`config.mk`:
```
export PLATFORM = sky130hd
export DESIGN_NAME = sce_ctrl_top
export DESIGN_NICKNAME = d
export VERILOG_FILES = /design/src/rtl/sce_pkg.sv /design/src/rtl/sce_reset_gen.sv /design/src/rtl/sce_mode_ctrl.sv /design/src/rtl/sce_status_agg.sv /design/src/rtl/sce_ctrl_top.sv
export SDC_FILE = /design/constraint.sdc
export NUM_CORES = 1
export LEC_CHECK = 0
export ABC_CLOCK_PERIOD_IN_PS = 1700
export BUFFER_PORTS_ARGS = -buffer_cell sky130_fd_sc_hd__buf_4
export CORE_MARGIN = 5
export CORE_UTILIZATION = 40
export DETAILED_ROUTE_END_ITERATION = 10
export GPL_ROUTABILITY_DRIVEN = 0
export HOLD_SLACK_MARGIN = 0.06
export PLACE_DENSITY_LB_ADDON = 0.2
export SLEW_MARGIN = 20
export SYNTH_ARGS = -nofsm -noshare
export SYNTH_HDL_FRONTEND = slang
export SYNTH_SLANG_ARGS = --single-unit
export TNS_END_PERCENT = 30
```
`constraint.sdc`:
```
create_clock -name clk -period 1.7 [get_ports clk]
set_input_delay 0.34 -clock clk [delete_from_list [all_inputs] [get_ports clk]]
set_output_delay 0.34 -clock clk [all_outputs]
set_load 0.1 [all_outputs]
```
`src/rtl/sce_pkg.sv`:
```
/* sce control package
   mode, bypass and sub-block status types shared by the control hub */
`default_nettype none

package sce_pkg;

    // default sizes, the top level passes its own values down
    // sub-block order from index 0: trng, aes, pke, hash, alu
    localparam int SUBCNT_DEF = 5;
    // engine reset stretch in clocks
    localparam int EXTCNT_DEF = 16;

    // operating mode
    // code 11 is not named but decodes as secure
    typedef enum logic [1:0] {
        MODE_NON = 2'b00,
        MODE_XLS = 2'b01,
        MODE_SEC = 2'b10
    } scemode_t;

    // bypass byte from nvr or devmode
    // declared msb first, ahb_en sits at bit 0
    typedef struct packed {
        logic [2:0] spare;
        logic       alu_sec;
        logic       pke_lock;
        logic       mode_lock;
        logic       quit_reset;
        logic       ahb_en;
    } bypass_t;

    // per sub-block status
    // busy is a level, done and err are single-cycle pulses
    typedef struct packed {
        logic [1:0] err;
        logic       done;
        logic       busy;
    } sub_status_t;

    // devmode forces every bypass on
    localparam bypass_t BYPASS_ALL = '1;

    // secure decode, upper bit set covers 10 and 11
    function automatic logic mode_is_sec(input scemode_t mode);
        return mode[1];
    endfunction

endpackage

`default_nettype wire

```
`src/rtl/sce_reset_gen.sv`:
```
/* engine reset extender
   holds sce_resetn low for EXTCNT clocks after arst_n or a soft request */
`default_nettype none

module sce_reset_gen #(
    parameter int EXTCNT = sce_pkg::EXTCNT_DEF
)(
    input  logic clk,
    input  logic arst_n,
    input  logic soft_reset_req,
    output logic sce_resetn
);

    // counter width, at least one bit
    localparam int CW = (EXTCNT > 1) ? $clog2(EXTCNT) : 1;

    logic [CW-1:0] ext_cnt;
    logic          cnt_hit;
    logic          ext_done;

    // terminal count reached
    assign cnt_hit = (ext_cnt == CW'(EXTCNT - 1));

    // saturating stretch counter
    // soft request restarts it from zero on the sampling edge
    always_ff @(posedge clk or negedge arst_n) begin
        if (!arst_n) begin
            ext_cnt  <= '0;
            ext_done <= 1'b0;
        end else if (soft_reset_req) begin
            ext_cnt  <= '0;
            ext_done <= 1'b0;
        end else begin
            // stop counting once the hit is seen
            if (!cnt_hit) begin
                ext_cnt <= ext_cnt + 1'b1;
            end
            // registered hit, rises on the EXTCNT-th edge
            ext_done <= cnt_hit;
        end
    end

    // output straight from a flop, no decode glitches
    assign sce_resetn = ext_done;

endmodule

`default_nettype wire

```
`src/rtl/sce_mode_ctrl.sv`:
```
/* mode control with lock and bypass decode
   derives pke lock, alu secure and access-control enable from the mode */
`default_nettype none

module sce_mode_ctrl (
    input  logic               clk,
    input  logic               arst_n,
    input  logic               devmode,
    input  sce_pkg::bypass_t   nvr_bypass,
    input  logic               mode_wr,
    input  sce_pkg::scemode_t  mode_wdat,
    input  logic               ar_reset,
    output logic               soft_reset_req,
    output logic               secmode,
    output logic               pke_ahb_lock,
    output logic               alu_sec,
    output logic               ac_enable
);

    sce_pkg::bypass_t  byp;
    sce_pkg::scemode_t mode_q;
    logic              mode_sec;
    logic              wr_sec;
    logic              wr_ok;
    logic              leave_sec;
    logic              quit_req;

    // effective bypass word
    // devmode pin overrides the nvr byte completely
    assign byp = devmode ? sce_pkg::BYPASS_ALL : nvr_bypass;

    // current and requested security level
    assign mode_sec = sce_pkg::mode_is_sec(mode_q);
    assign wr_sec   = sce_pkg::mode_is_sec(mode_wdat);

    // secure mode locks the register
    // mode_lock bypass reopens it
    assign wr_ok = mode_wr && (!mode_sec || byp.mode_lock);

    // accepted write that drops out of secure
    assign leave_sec = wr_ok && mode_sec && !wr_sec;

    // leaving secure wipes the engine unless quit_reset is bypassed
    assign quit_req = leave_sec && !byp.quit_reset;

    // mode register
    // only arst_n clears it, the soft reset leaves it alone
    always_ff @(posedge clk or negedge arst_n) begin
        if (!arst_n) begin
            mode_q <= sce_pkg::MODE_NON;
        end else if (wr_ok) begin
            mode_q <= mode_wdat;
        end
    end

    // soft reset request, one-cycle registered pulse
    // set on the same edge that updates the mode
    always_ff @(posedge clk or negedge arst_n) begin
        if (!arst_n) begin
            soft_reset_req <= 1'b0;
        end else begin
            soft_reset_req <= ar_reset || quit_req;
        end
    end

    // security controls follow the mode register
    assign secmode   = mode_sec;
    assign ac_enable = mode_sec;

    // pke bus lock, can be bypassed for debug
    assign pke_ahb_lock = mode_sec && !byp.pke_lock;

    // alu secure flag, same idea
    assign alu_sec = mode_sec && !byp.alu_sec;

endmodule

`default_nettype wire

```
`src/rtl/sce_status_agg.sv`:
```
/* sub-block status aggregation
   busy pass-through plus sticky done and error flags with masked clear */
`default_nettype none

module sce_status_agg #(
    parameter int SUBCNT = sce_pkg::SUBCNT_DEF
)(
    input  logic                                clk,
    input  logic                                arst_n,
    input  logic                                sce_resetn,
    input  sce_pkg::sub_status_t [SUBCNT-1:0]   sub_status,
    input  logic [SUBCNT-1:0]                   clr_done,
    input  logic [SUBCNT-1:0]                   clr_err,
    output logic [SUBCNT-1:0]                   busy,
    output logic [SUBCNT-1:0]                   intr,
    output logic [SUBCNT-1:0]                   err
);

    logic [SUBCNT-1:0] done_vec;
    logic [SUBCNT-1:0] err_vec;
    logic [SUBCNT-1:0] intr_q;
    logic [SUBCNT-1:0] err_q;

    // sticky update, a new set beats a clear in the same cycle
    function automatic logic [SUBCNT-1:0] sticky_next(
        input logic [SUBCNT-1:0] q,
        input logic [SUBCNT-1:0] set,
        input logic [SUBCNT-1:0] clr
    );
        return (q & ~clr) | set;
    endfunction

    // unpack the per-block status words
    always_comb begin
        for (int i = 0; i < SUBCNT; i++) begin
            busy[i]     = sub_status[i].busy;
            done_vec[i] = sub_status[i].done;
            // both error codes fold into one flag
            err_vec[i]  = |sub_status[i].err;
        end
    end

    // flag registers
    // engine reset holds them clear synchronously
    always_ff @(posedge clk or negedge arst_n) begin
        if (!arst_n) begin
            intr_q <= '0;
            err_q  <= '0;
        end else if (!sce_resetn) begin
            intr_q <= '0;
            err_q  <= '0;
        end else begin
            intr_q <= sticky_next(intr_q, done_vec, clr_done);
            err_q  <= sticky_next(err_q, err_vec, clr_err);
        end
    end

    // interrupt and error lines straight from the flags
    assign intr = intr_q;
    assign err  = err_q;

endmodule

`default_nettype wire

```
`src/rtl/sce_ctrl_top.sv`:
```
/* crypto engine control and status hub
   reset extension, mode control and status aggregation */
`default_nettype none

module sce_ctrl_top #(
    parameter int SUBCNT = sce_pkg::SUBCNT_DEF,
    parameter int EXTCNT = sce_pkg::EXTCNT_DEF
)(
    input  logic                                clk,
    input  logic                                arst_n,
    input  logic                                devmode,
    input  sce_pkg::bypass_t                    nvr_bypass,
    input  logic                                mode_wr,
    input  sce_pkg::scemode_t                   mode_wdat,
    input  logic                                ar_reset,
    input  sce_pkg::sub_status_t [SUBCNT-1:0]   sub_status,
    input  logic [SUBCNT-1:0]                   clr_done,
    input  logic [SUBCNT-1:0]                   clr_err,
    output logic                                sce_resetn,
    output logic                                secmode,
    output logic                                pke_ahb_lock,
    output logic                                alu_sec,
    output logic                                ac_enable,
    output logic [SUBCNT-1:0]                   busy,
    output logic [SUBCNT-1:0]                   intr,
    output logic [SUBCNT-1:0]                   err
);

    // mode control to reset extender
    logic soft_reset_req;

    // engine reset stretch
    sce_reset_gen #(
        .EXTCNT (EXTCNT)
    ) rstgen (
        .clk            (clk),
        .arst_n         (arst_n),
        .soft_reset_req (soft_reset_req),
        .sce_resetn     (sce_resetn)
    );

    // mode, lock and bypass
    sce_mode_ctrl modectrl (
        .clk            (clk),
        .arst_n         (arst_n),
        .devmode        (devmode),
        .nvr_bypass     (nvr_bypass),
        .mode_wr        (mode_wr),
        .mode_wdat      (mode_wdat),
        .ar_reset       (ar_reset),
        .soft_reset_req (soft_reset_req),
        .secmode        (secmode),
        .pke_ahb_lock   (pke_ahb_lock),
        .alu_sec        (alu_sec),
        .ac_enable      (ac_enable)
    );

    // status flags, cleared by the stretched reset
    sce_status_agg #(
        .SUBCNT (SUBCNT)
    ) stsagg (
        .clk        (clk),
        .arst_n     (arst_n),
        .sce_resetn (sce_resetn),
        .sub_status (sub_status),
        .clr_done   (clr_done),
        .clr_err    (clr_err),
        .busy       (busy),
        .intr       (intr),
        .err        (err)
    );

endmodule

`default_nettype wire

```
==> summary.md, run 1 <==
| Metric | Value |
|---|---|
| Run status | `finished clean` |
| Unrepaired setup endpoints after global routing | `false` |
| Post-route design area | `1200 µm²` |
| Max Slew Vio Count | `0` |
| Post-Synthesis Cell Area | `785 µm²` |
| Type of the most critical hold path | `input pin to flip-flop` |
| CTS tree | `yes` |
| Drt first-iter violations | `3` |
| Average footprint of a synthesized cell | `11.5 µm²` |
| Register area share after synthesis | `0.542` |
| Uppermost layer routed | `met4` |
| Number of distinct library cells after synthesis | `25` |
| Layout cell share with drive strength beyond 1 | `0.517` |
| Number of ports placed on the die boundary | `65` |
| Delay of the slowest critical-path stage | `0.43 ns` |
| Post-cts gate resize count | `0` |
| Areal power density over the cells | `686 nW/µm²` |
| Worst clock skew on the final layout | `0.00604 ns` |
| Share of the clock period used by the worst path after layout | `0.887` |
| Buffers from clock root to sink, at most | `2` |
| WL met2 | `923 µm` |
| Vias per Instance | `4.92` |
| Post-synthesis net count | `114` |
| Layout net count | `163` |
| Flip-flop and latch count after synthesis | `17` |
| Fmax | `663 MHz` |
| Vias in the first global route | `724` |
| Hpwl dp | `1.52 mm` |
| CP Class | `flip-flop to output pin` |
| Nature of the critical path startpoint | `flip-flop` |
| Nature of the critical path endpoint | `output pin` |
| Setup-failing EPs final | `0` |
| Site row count | `16` |
| Cell count after synthesis | `68` |
| Total congestion overflow after global routing | `0` |
| Core region area | `1920 µm²` |
| Largest net degree at the start of global routing | `18` |
| Via Count | `703` |
| Met3 WL | `195 µm` |
| Clock root buffer | `sky130_fd_sc_hd__clkbuf_4` |
| Maximum fanout encountered on the critical timing path | `4` |
| Normalized max-slew margin | `0.816` |
| Lkg Pwr | `0.617 nW` |
| Setup TNS | `0 ns` |
| Filler Cells Inserted | `175` |
| Vert. Die Dim | `54.3 µm` |
| Number of buffers added on ports | `49` |
| Critical path data arrival time | `1.17 ns` |
| Final-report hold violation count | `0` |
| Diode insertion count for antenna repair | `0` |
| Total clock buffers created by CTS | `3` |
| Die Footprint | `2950 µm²` |
| Drt drc | `0` |
| Placed Instance Area | `1160 µm²` |
| Least-Margin Pin Slew | `0.272 ns` |
| Post-CTS clock slew at the launch and capture registers of the worst setup and hold paths | `0.09 ns` |
| WP buf/inv | `1` |
| X dimension of the die | `54.3 µm` |
| Antenna violations before repair | `0` |
| Total routing usage reported by global routing | `0.140` |
| Cells along the critical path | `nand2b_4 -> nor2_4 -> buf_4` |
| Detailed Route WL | `1.88 mm` |
| Router iterations before antenna repair | `2` |
| Peak supply drop | `0.417 mV` |
| Req. time, crit path | `1.36 ns` |
| Average wire per standard cell | `13.1 µm` |
| Relative area change from synthesis to final layout | `52.5%` |
| Crit path max-delay cell type | `sky130_fd_sc_hd__dfrtp_2` |
| Crit path max-delay family | `flip-flops` |
| Post-route met1 wirelength | `702 µm` |
| Yosys warns | `0` |
| Clock tree sinks | `17` |
| Wire length of the first global-routing pass | `2.91 mm` |
| Antenna-violating nets left | `0` |
| H-Tree Depth | `1` |
| Starting Density | `0.408` |
| Clock latency of the later-clocked register in the worst-skew pair | `0.30 ns` |
| MaxCap Viol Count | `0` |
| Final worst path period need | `1.51 ns` |
[where the power goes]
group          total, mW  switching (mW)  internal (mW)
Combinational      0.170          0.0949         0.0756
Clock              0.221           0.130         0.0914
Sequential         0.428          0.0139          0.414
Total              0.820           0.239          0.581
[worst paths after layout]
check,start,to,slack [ns],cells after the start
min reg2reg,modectrl.soft_reset_req$_DFF_PN0_,rstgen.ext_cnt[3]$_DFFE_PN0N_,0.53,1
max in group asynchronous,arst_n,modectrl.mode_q[1]$_DFFE_PN0P_,1.06,2
min in group asynchronous,arst_n,stsagg.intr[0]$_DFF_PN0_,0.44,2
max,modectrl.mode_q[1]$_DFFE_PN0P_,alu_sec,0.19,3
max reg2reg,rstgen.ext_cnt[0]$_DFFE_PN0N_,rstgen.ext_cnt[0]$_DFFE_PN0N_,0.58,3
min,nvr_bypass[1],modectrl.soft_reset_req$_DFF_PN0_,0.22,2
[worst reg2reg max path, cell delays in order, from the launching register on]
cell and delay (ns):
sky130_fd_sc_hd__dfrtp_1 0.43, sky130_fd_sc_hd__ha_1 0.28, sky130_fd_sc_hd__a31o_2 0.22, sky130_fd_sc_hd__a21oi_1 0.14
[synthesized netlist by cell type (all sizes together)]
| master | count | area (µm²) |
|---|---|---|
| a211oi | 1 | 12.5 |
| a21oi | 1 | 5.00 |
| a22o | 1 | 8.76 |
| a31o | 1 | 8.76 |
| a31oi | 1 | 6.26 |
| and3 | 1 | 7.51 |
| and3b | 1 | 8.76 |
| buf | 7 | 50.0 |
| dfrtp | 17 | 425 |
| ha | 1 | 12.5 |
| inv | 1 | 3.75 |
| mux2i | 1 | 10.0 |
| nand2 | 1 | 3.75 |
| nand2b | 3 | 26.3 |
| nand3 | 1 | 5.00 |
| nand4 | 1 | 6.26 |
| nor2 | 4 | 15.0 |
| nor2b | 11 | 68.8 |
| nor3 | 1 | 5.00 |
| o21a | 5 | 37.5 |
| o21ai | 1 | 5.00 |
| o31a | 5 | 43.8 |
| o41ai | 1 | 8.76 |
[layer usage]
layer  track usage  vias to the layer above
met2         0.237                       38
li1              -                      330
met3        0.0272                        5
met5             0                        -
met1         0.157                      330
met4        0.0996                        0
[layout make-up]
cell class | count | area, µm² | share of cell area
flip-flops and latches | 17 | 427 | 0.357
repair buffers | 51 | 385 | 0.322
multi-input cells | 43 | 320 | 0.268
well taps | 27 | 33.8 | 0.0282
clock buffers | 4 | 26.3 | 0.0220
inverters | 1 | 3.75 | 0.00314
[per-stage QoR]
step | instances | util | setup WS (ns) | power, mW | hold slack (ns)
5_1_grt | 143 | 0.622 | 0.122 | 0.864 | 0.216
4_1_cts | 143 | 0.622 | 0.165 | 0.836 | 0.207
3_5_place_dp | 138 | 0.604 | 0.386 | 0.607 | 0.217
6_report | 143 | 0.622 | 0.192 | 0.820 | 0.221
3_3_place_gp | 138 | 0.604 | 0.394 | 0.602 | 0.217
2_1_floorplan | 68 | - | 0.0445 | 0.575 | 0.0444
[timing repair]
action                    CTS  global route
buffers inserted            0             0
hold buffers                1             0
hold endpoints to repair   17             0
[sequential cells by signal (all words and copies together) (netlist names)]
register                 count
modectrl.mode_q              1
modectrl.soft_reset_req      1
stsagg.err                   5
rstgen.sce_resetn            1
stsagg.intr                  5
rstgen.ext_cnt               4
[cells by family after synthesis]
| kind of cell | Yosys count | share of synthesized area |
|---|---|---|
| adder cells (fa/ha/maj) | 1 | 0.0159 |
| multiplexers | 1 | 0.0128 |
| flip-flops | 17 | 0.542 |
| buffers and inverters | 8 | 0.0686 |
| AND/OR/NAND/NOR | 24 | 0.187 |
| AO/OA/AOI/OAI | 17 | 0.174 |
[layout by cell type (no fill, tap or decap), types with 2 or more instances in the layout]
cell	instances
sky130_fd_sc_hd__buf_4	50
sky130_fd_sc_hd__clkbuf_4	3
sky130_fd_sc_hd__dfrtp_1	16
sky130_fd_sc_hd__nand2b_1	2
sky130_fd_sc_hd__nor2_1	2
sky130_fd_sc_hd__nor2_4	2
sky130_fd_sc_hd__nor2b_1	11
sky130_fd_sc_hd__o21a_1	5
sky130_fd_sc_hd__o31a_1	5
(Power assumes the default switching activity.)
==> run 2: changes to the inputs <==
--- a/config.mk
+++ b/config.mk
@@ -16,5 +16,6 @@
 export SLEW_MARGIN = 20
 export SYNTH_ARGS = -nofsm -noshare
 export SYNTH_HDL_FRONTEND = slang
+export SYNTH_HIERARCHICAL = 1
 export SYNTH_SLANG_ARGS = --single-unit
 export TNS_END_PERCENT = 30
==> summary.md, run 2 <==
| Metric | Value |
|---|---|
| Post-route design area | `1200 µm² (+0.52%)` |
| Fraction of synthesized cell area in xor and xnor cells | `0 (unchanged)` |
| Post-CTS clock slew at the launch and capture registers of the worst setup and hold paths | `0.09 ns (about the same)` |
| Req. time, crit path | `1.36 ns (about the same)` |
| Worst clock skew on the final layout | `0.00315 ns (-0.00289 ns)` |
| Predominant post-synthesis flop cell | `sky130_fd_sc_hd__dfrtp_1` |
| Placed Cells incl. Taps | `138 (unchanged)` |
| Starting Density | `0.410 (+0.00130)` |
| Core region area | `1920 µm² (unchanged)` |
| Total routing usage reported by global routing | `0.130 (-0.0100)` |
| Portion of synthesized cell area occupied by the leading cell type | `0.541 (-0.00172)` |
| Diode insertion count for antenna repair | `0 (unchanged)` |
| Placement-stage worst setup slack | `0.279 ns (-0.107 ns)` |
| Most common library cell in the layout ignoring fill and taps | `sky130_fd_sc_hd__buf_4` |
| Wire length of the first global-routing pass | `2.77 mm (-4.7%)` |
| Filler Cells Inserted | `156 (-11%)` |
| Nature of the critical path endpoint | `output pin` |
| Vias per Instance | `4.80 (-2.3%)` |
| Worst Setup Slack, final | `0.117 ns (-0.0748 ns)` |
| Fraction of the mapped netlist area in compound gates | `0.184 (+0.0106)` |
| Post-synthesis net count | `114 (unchanged)` |
| Die Footprint | `2950 µm² (+0.26%)` |
| Yosys warns | `6 (+6)` |
| Buffers from clock root to sink, at most | `2 (unchanged)` |
| Adder-cell share of the synthesized area | `0.0159 (-0.0000507)` |
| Number of enable-type register cells in the synthesized netlist | `0 (unchanged)` |
| Site row count | `16 (unchanged)` |
| Number of ports placed on the die boundary | `65 (unchanged)` |
| Utilization of the core after routing | `0.626 (+0.00326)` |
| Via Count | `687 (-2.3%)` |
| Average wire per standard cell | `12.7 µm (-3.5%)` |
| Layout cell share with drive strength beyond 1 | `0.534 (+0.0172)` |
| Critical path data arrival time | `1.24 ns (+0.07 ns)` |
| Vert. Die Dim | `54.4 µm (+0.13%)` |
| Total congestion overflow after global routing | `0 (unchanged)` |
| Share of the clock period used by the worst path after layout | `0.931 (+0.0440)` |
| Flip-flop and latch count after synthesis | `17 (unchanged)` |
| Antenna violations before repair | `0 (unchanged)` |
| Main combinational cell family by area after synthesis | `compound AO/OA/AOI/OAI gates` |
| Setup TNS | `0 ns (unchanged)` |
| Run status | `finished clean` |
| Final cell count without fillers | `143 (unchanged)` |
| Nature of the critical path startpoint | `flip-flop` |
| Setup-failing EPs final | `0 (unchanged)` |
| Antenna-violating nets left | `0 (unchanged)` |
| Share of synthesized registers carrying an async set or reset | `1.00 (unchanged)` |
| Top cell type by total area after synthesis | `sky130_fd_sc_hd__dfrtp_1` |
| Clock root buffer | `sky130_fd_sc_hd__clkbuf_4` |
| Number of buffers added on ports | `49 (unchanged)` |
| Max Slew Vio Count | `0 (unchanged)` |
| Placed Instance Area | `1160 µm² (+0.43%)` |
| Lkg Pwr | `0.618 nW (+0.16%)` |
| Share of synthesized area spent on multiplexers | `0.0127 (-0.0000406)` |
| Type of the most critical hold path | `input pin to flip-flop` |
| Detailed Route WL | `1.81 mm (-3.5%)` |
| Drt drc | `0 (unchanged)` |
| Normalized max-slew margin | `0.813 (-0.00304)` |
| Drt first-iter violations | `3 (unchanged)` |
| H-Tree Depth | `1 (unchanged)` |
| Most frequently used cell type in the post-synthesis netlist | `sky130_fd_sc_hd__dfrtp_1` |
| Post-Synthesis Cell Area | `787 µm² (+0.32%)` |
| Router iterations before antenna repair | `2 (unchanged)` |
| Unrepaired setup endpoints after global routing | `false` |
| CP Class | `flip-flop to output pin` |
| MaxCap Viol Count | `0 (unchanged)` |
| Post-cts gate resize count | `0 (unchanged)` |
| Fmax | `632 MHz (-4.7%)` |
| Vias in the first global route | `680 (-6.1%)` |
| Register area share after synthesis | `0.541 (-0.00172)` |
| Clock latency of the later-clocked register in the worst-skew pair | `0.28 ns (-0.02 ns)` |
| Most frequent cells in the layout | `sky130_fd_sc_hd__buf_4, sky130_fd_sc_hd__dfrtp_1, sky130_fd_sc_hd__nor2b_1` |
| Areal power density over the cells | `671 nW/µm² (-2.1%)` |
| X dimension of the die | `54.4 µm (+0.13%)` |
| Cell count after synthesis | `68 (unchanged)` |
| Number of distinct library cells after synthesis | `23 (-8.0%)` |
| Relative area change from synthesis to final layout | `52.8%` |
| Area share of and/or/nand/nor cells after synthesis | `0.175 (-0.0117)` |
| Layout net count | `163 (unchanged)` |
| Top post-synthesis cells by count | `sky130_fd_sc_hd__dfrtp_1, sky130_fd_sc_hd__nor2b_1, sky130_fd_sc_hd__buf_4` |
| Hpwl dp | `1.48 mm (-2.7%)` |
| Least-Margin Pin Slew | `0.283 ns (+0.0104 ns)` |
| Post-CTS setup-driven buffer insertion count | `0 (unchanged)` |
| Maximum fanout encountered on the critical timing path | `4 (unchanged)` |
| Final-report hold violation count | `0 (unchanged)` |
| Peak supply drop | `0.422 mV (+1.1%)` |
| Average footprint of a synthesized cell | `11.6 µm² (+0.32%)` |
| Largest net degree at the start of global routing | `18 (unchanged)` |
| Dominant cells by area after synthesis | `sky130_fd_sc_hd__dfrtp_1, sky130_fd_sc_hd__nor2b_1, sky130_fd_sc_hd__buf_4, sky130_fd_sc_hd__o31a_1, sky130_fd_sc_hd__o21a_1` |
| CTS tree | `yes` |
| Final worst path period need | `1.58 ns (+0.0748 ns)` |
| Total clock buffers created by CTS | `3 (unchanged)` |
| Clock tree sinks | `17 (unchanged)` |
-- run 2: cell counts after synthesis --
Identical to the previous run, type by type.
-- run 2: final timing paths --
kind                       slack, ns                         startpoint                           endpoint  depth (start not counted)
min                             0.24                      nvr_bypass[1]  modectrl/soft_reset_req$_DFF_PN0_                          2
max                             0.12     modectrl/mode_q[1]$_DFFE_PN0P_                            alu_sec                          3
max reg2reg                     0.57      rstgen/ext_cnt[0]$_DFFE_PN0P_      rstgen/ext_cnt[0]$_DFFE_PN0P_                          3
min reg2reg                     0.53  modectrl/soft_reset_req$_DFF_PN0_      rstgen/ext_cnt[3]$_DFFE_PN0P_                          1
min in group asynchronous       0.45                             arst_n           stsagg/intr[1]$_DFF_PN0_                          2
max in group asynchronous       1.04                             arst_n     modectrl/mode_q[1]$_DFFE_PN0P_                          2
-- run 2: routing by layer --
metal	up-vias	track usage	wire length (µm)	part of all wire
met4	0	0.0622	12	0.0066
li1	329	-	-	-
met2	33	0.247	898	0.50
met3	2	0.0409	247	0.14
met1	323	0.125	653	0.36
met5	-	0	0	0
-- run 2: final cells by class --
| cell class | instances | area (µm²) | area share |
|---|---|---|---|
| well taps | 27 | 33.8 | 0.0281 |
| clock inverters | 1 | 5.00 | 0.00416 |
| clock buffers | 3 | 22.5 | 0.0187 |
| flip-flops and latches | 17 | 429 | 0.357 |
| multi-input cells | 43 | 323 | 0.268 |
| repair buffers | 51 | 385 | 0.321 |
| inverters | 1 | 3.75 | 0.00312 |
-- run 2: kinds of logic (layout without fill, tap and decap cells) --
logic type	Yosys count	count (layout)
AND/OR/NAND/NOR	24	24
AO/OA/AOI/OAI	17	17
flip-flops	17	17
buffers and inverters	8	56
adder cells (fa/ha/maj)	1	1
multiplexers	1	1
-- run 2: power by group --
group / leakage [nW] / switching (mW) / total [mW] / internal [mW]
logic: 0.370 / 0.0948 / 0.170 / 0.0754
registers: 0.230 / 0.0128 / 0.428 / 0.416
clock network: 0.0177 / 0.121 / 0.208 / 0.0872
total: 0.618 / 0.229 / 0.807 / 0.578
-- run 2: timing repair --
item,4_1_cts,5_1_grt
hold endpoints to repair,17,0
setup endpoints to repair,0,0
hold buffers,1,0
-- run 2: stage by stage --
stage	power, mW	hold slack, ns
2_1_floorplan	0.577	0.0444
3_3_place_gp	0.602	0.216
3_5_place_dp	0.607	0.219
4_1_cts	0.824	0.226
5_1_grt	0.856	0.215
6_report	0.807	0.236
-- run 2: critical path, stage by stage (launching register included) --
cell and delay, ns:
sky130_fd_sc_hd__dfrtp_4 0.45, sky130_fd_sc_hd__nand2b_2 0.12, sky130_fd_sc_hd__nor2_4 0.11, sky130_fd_sc_hd__buf_4 0.28
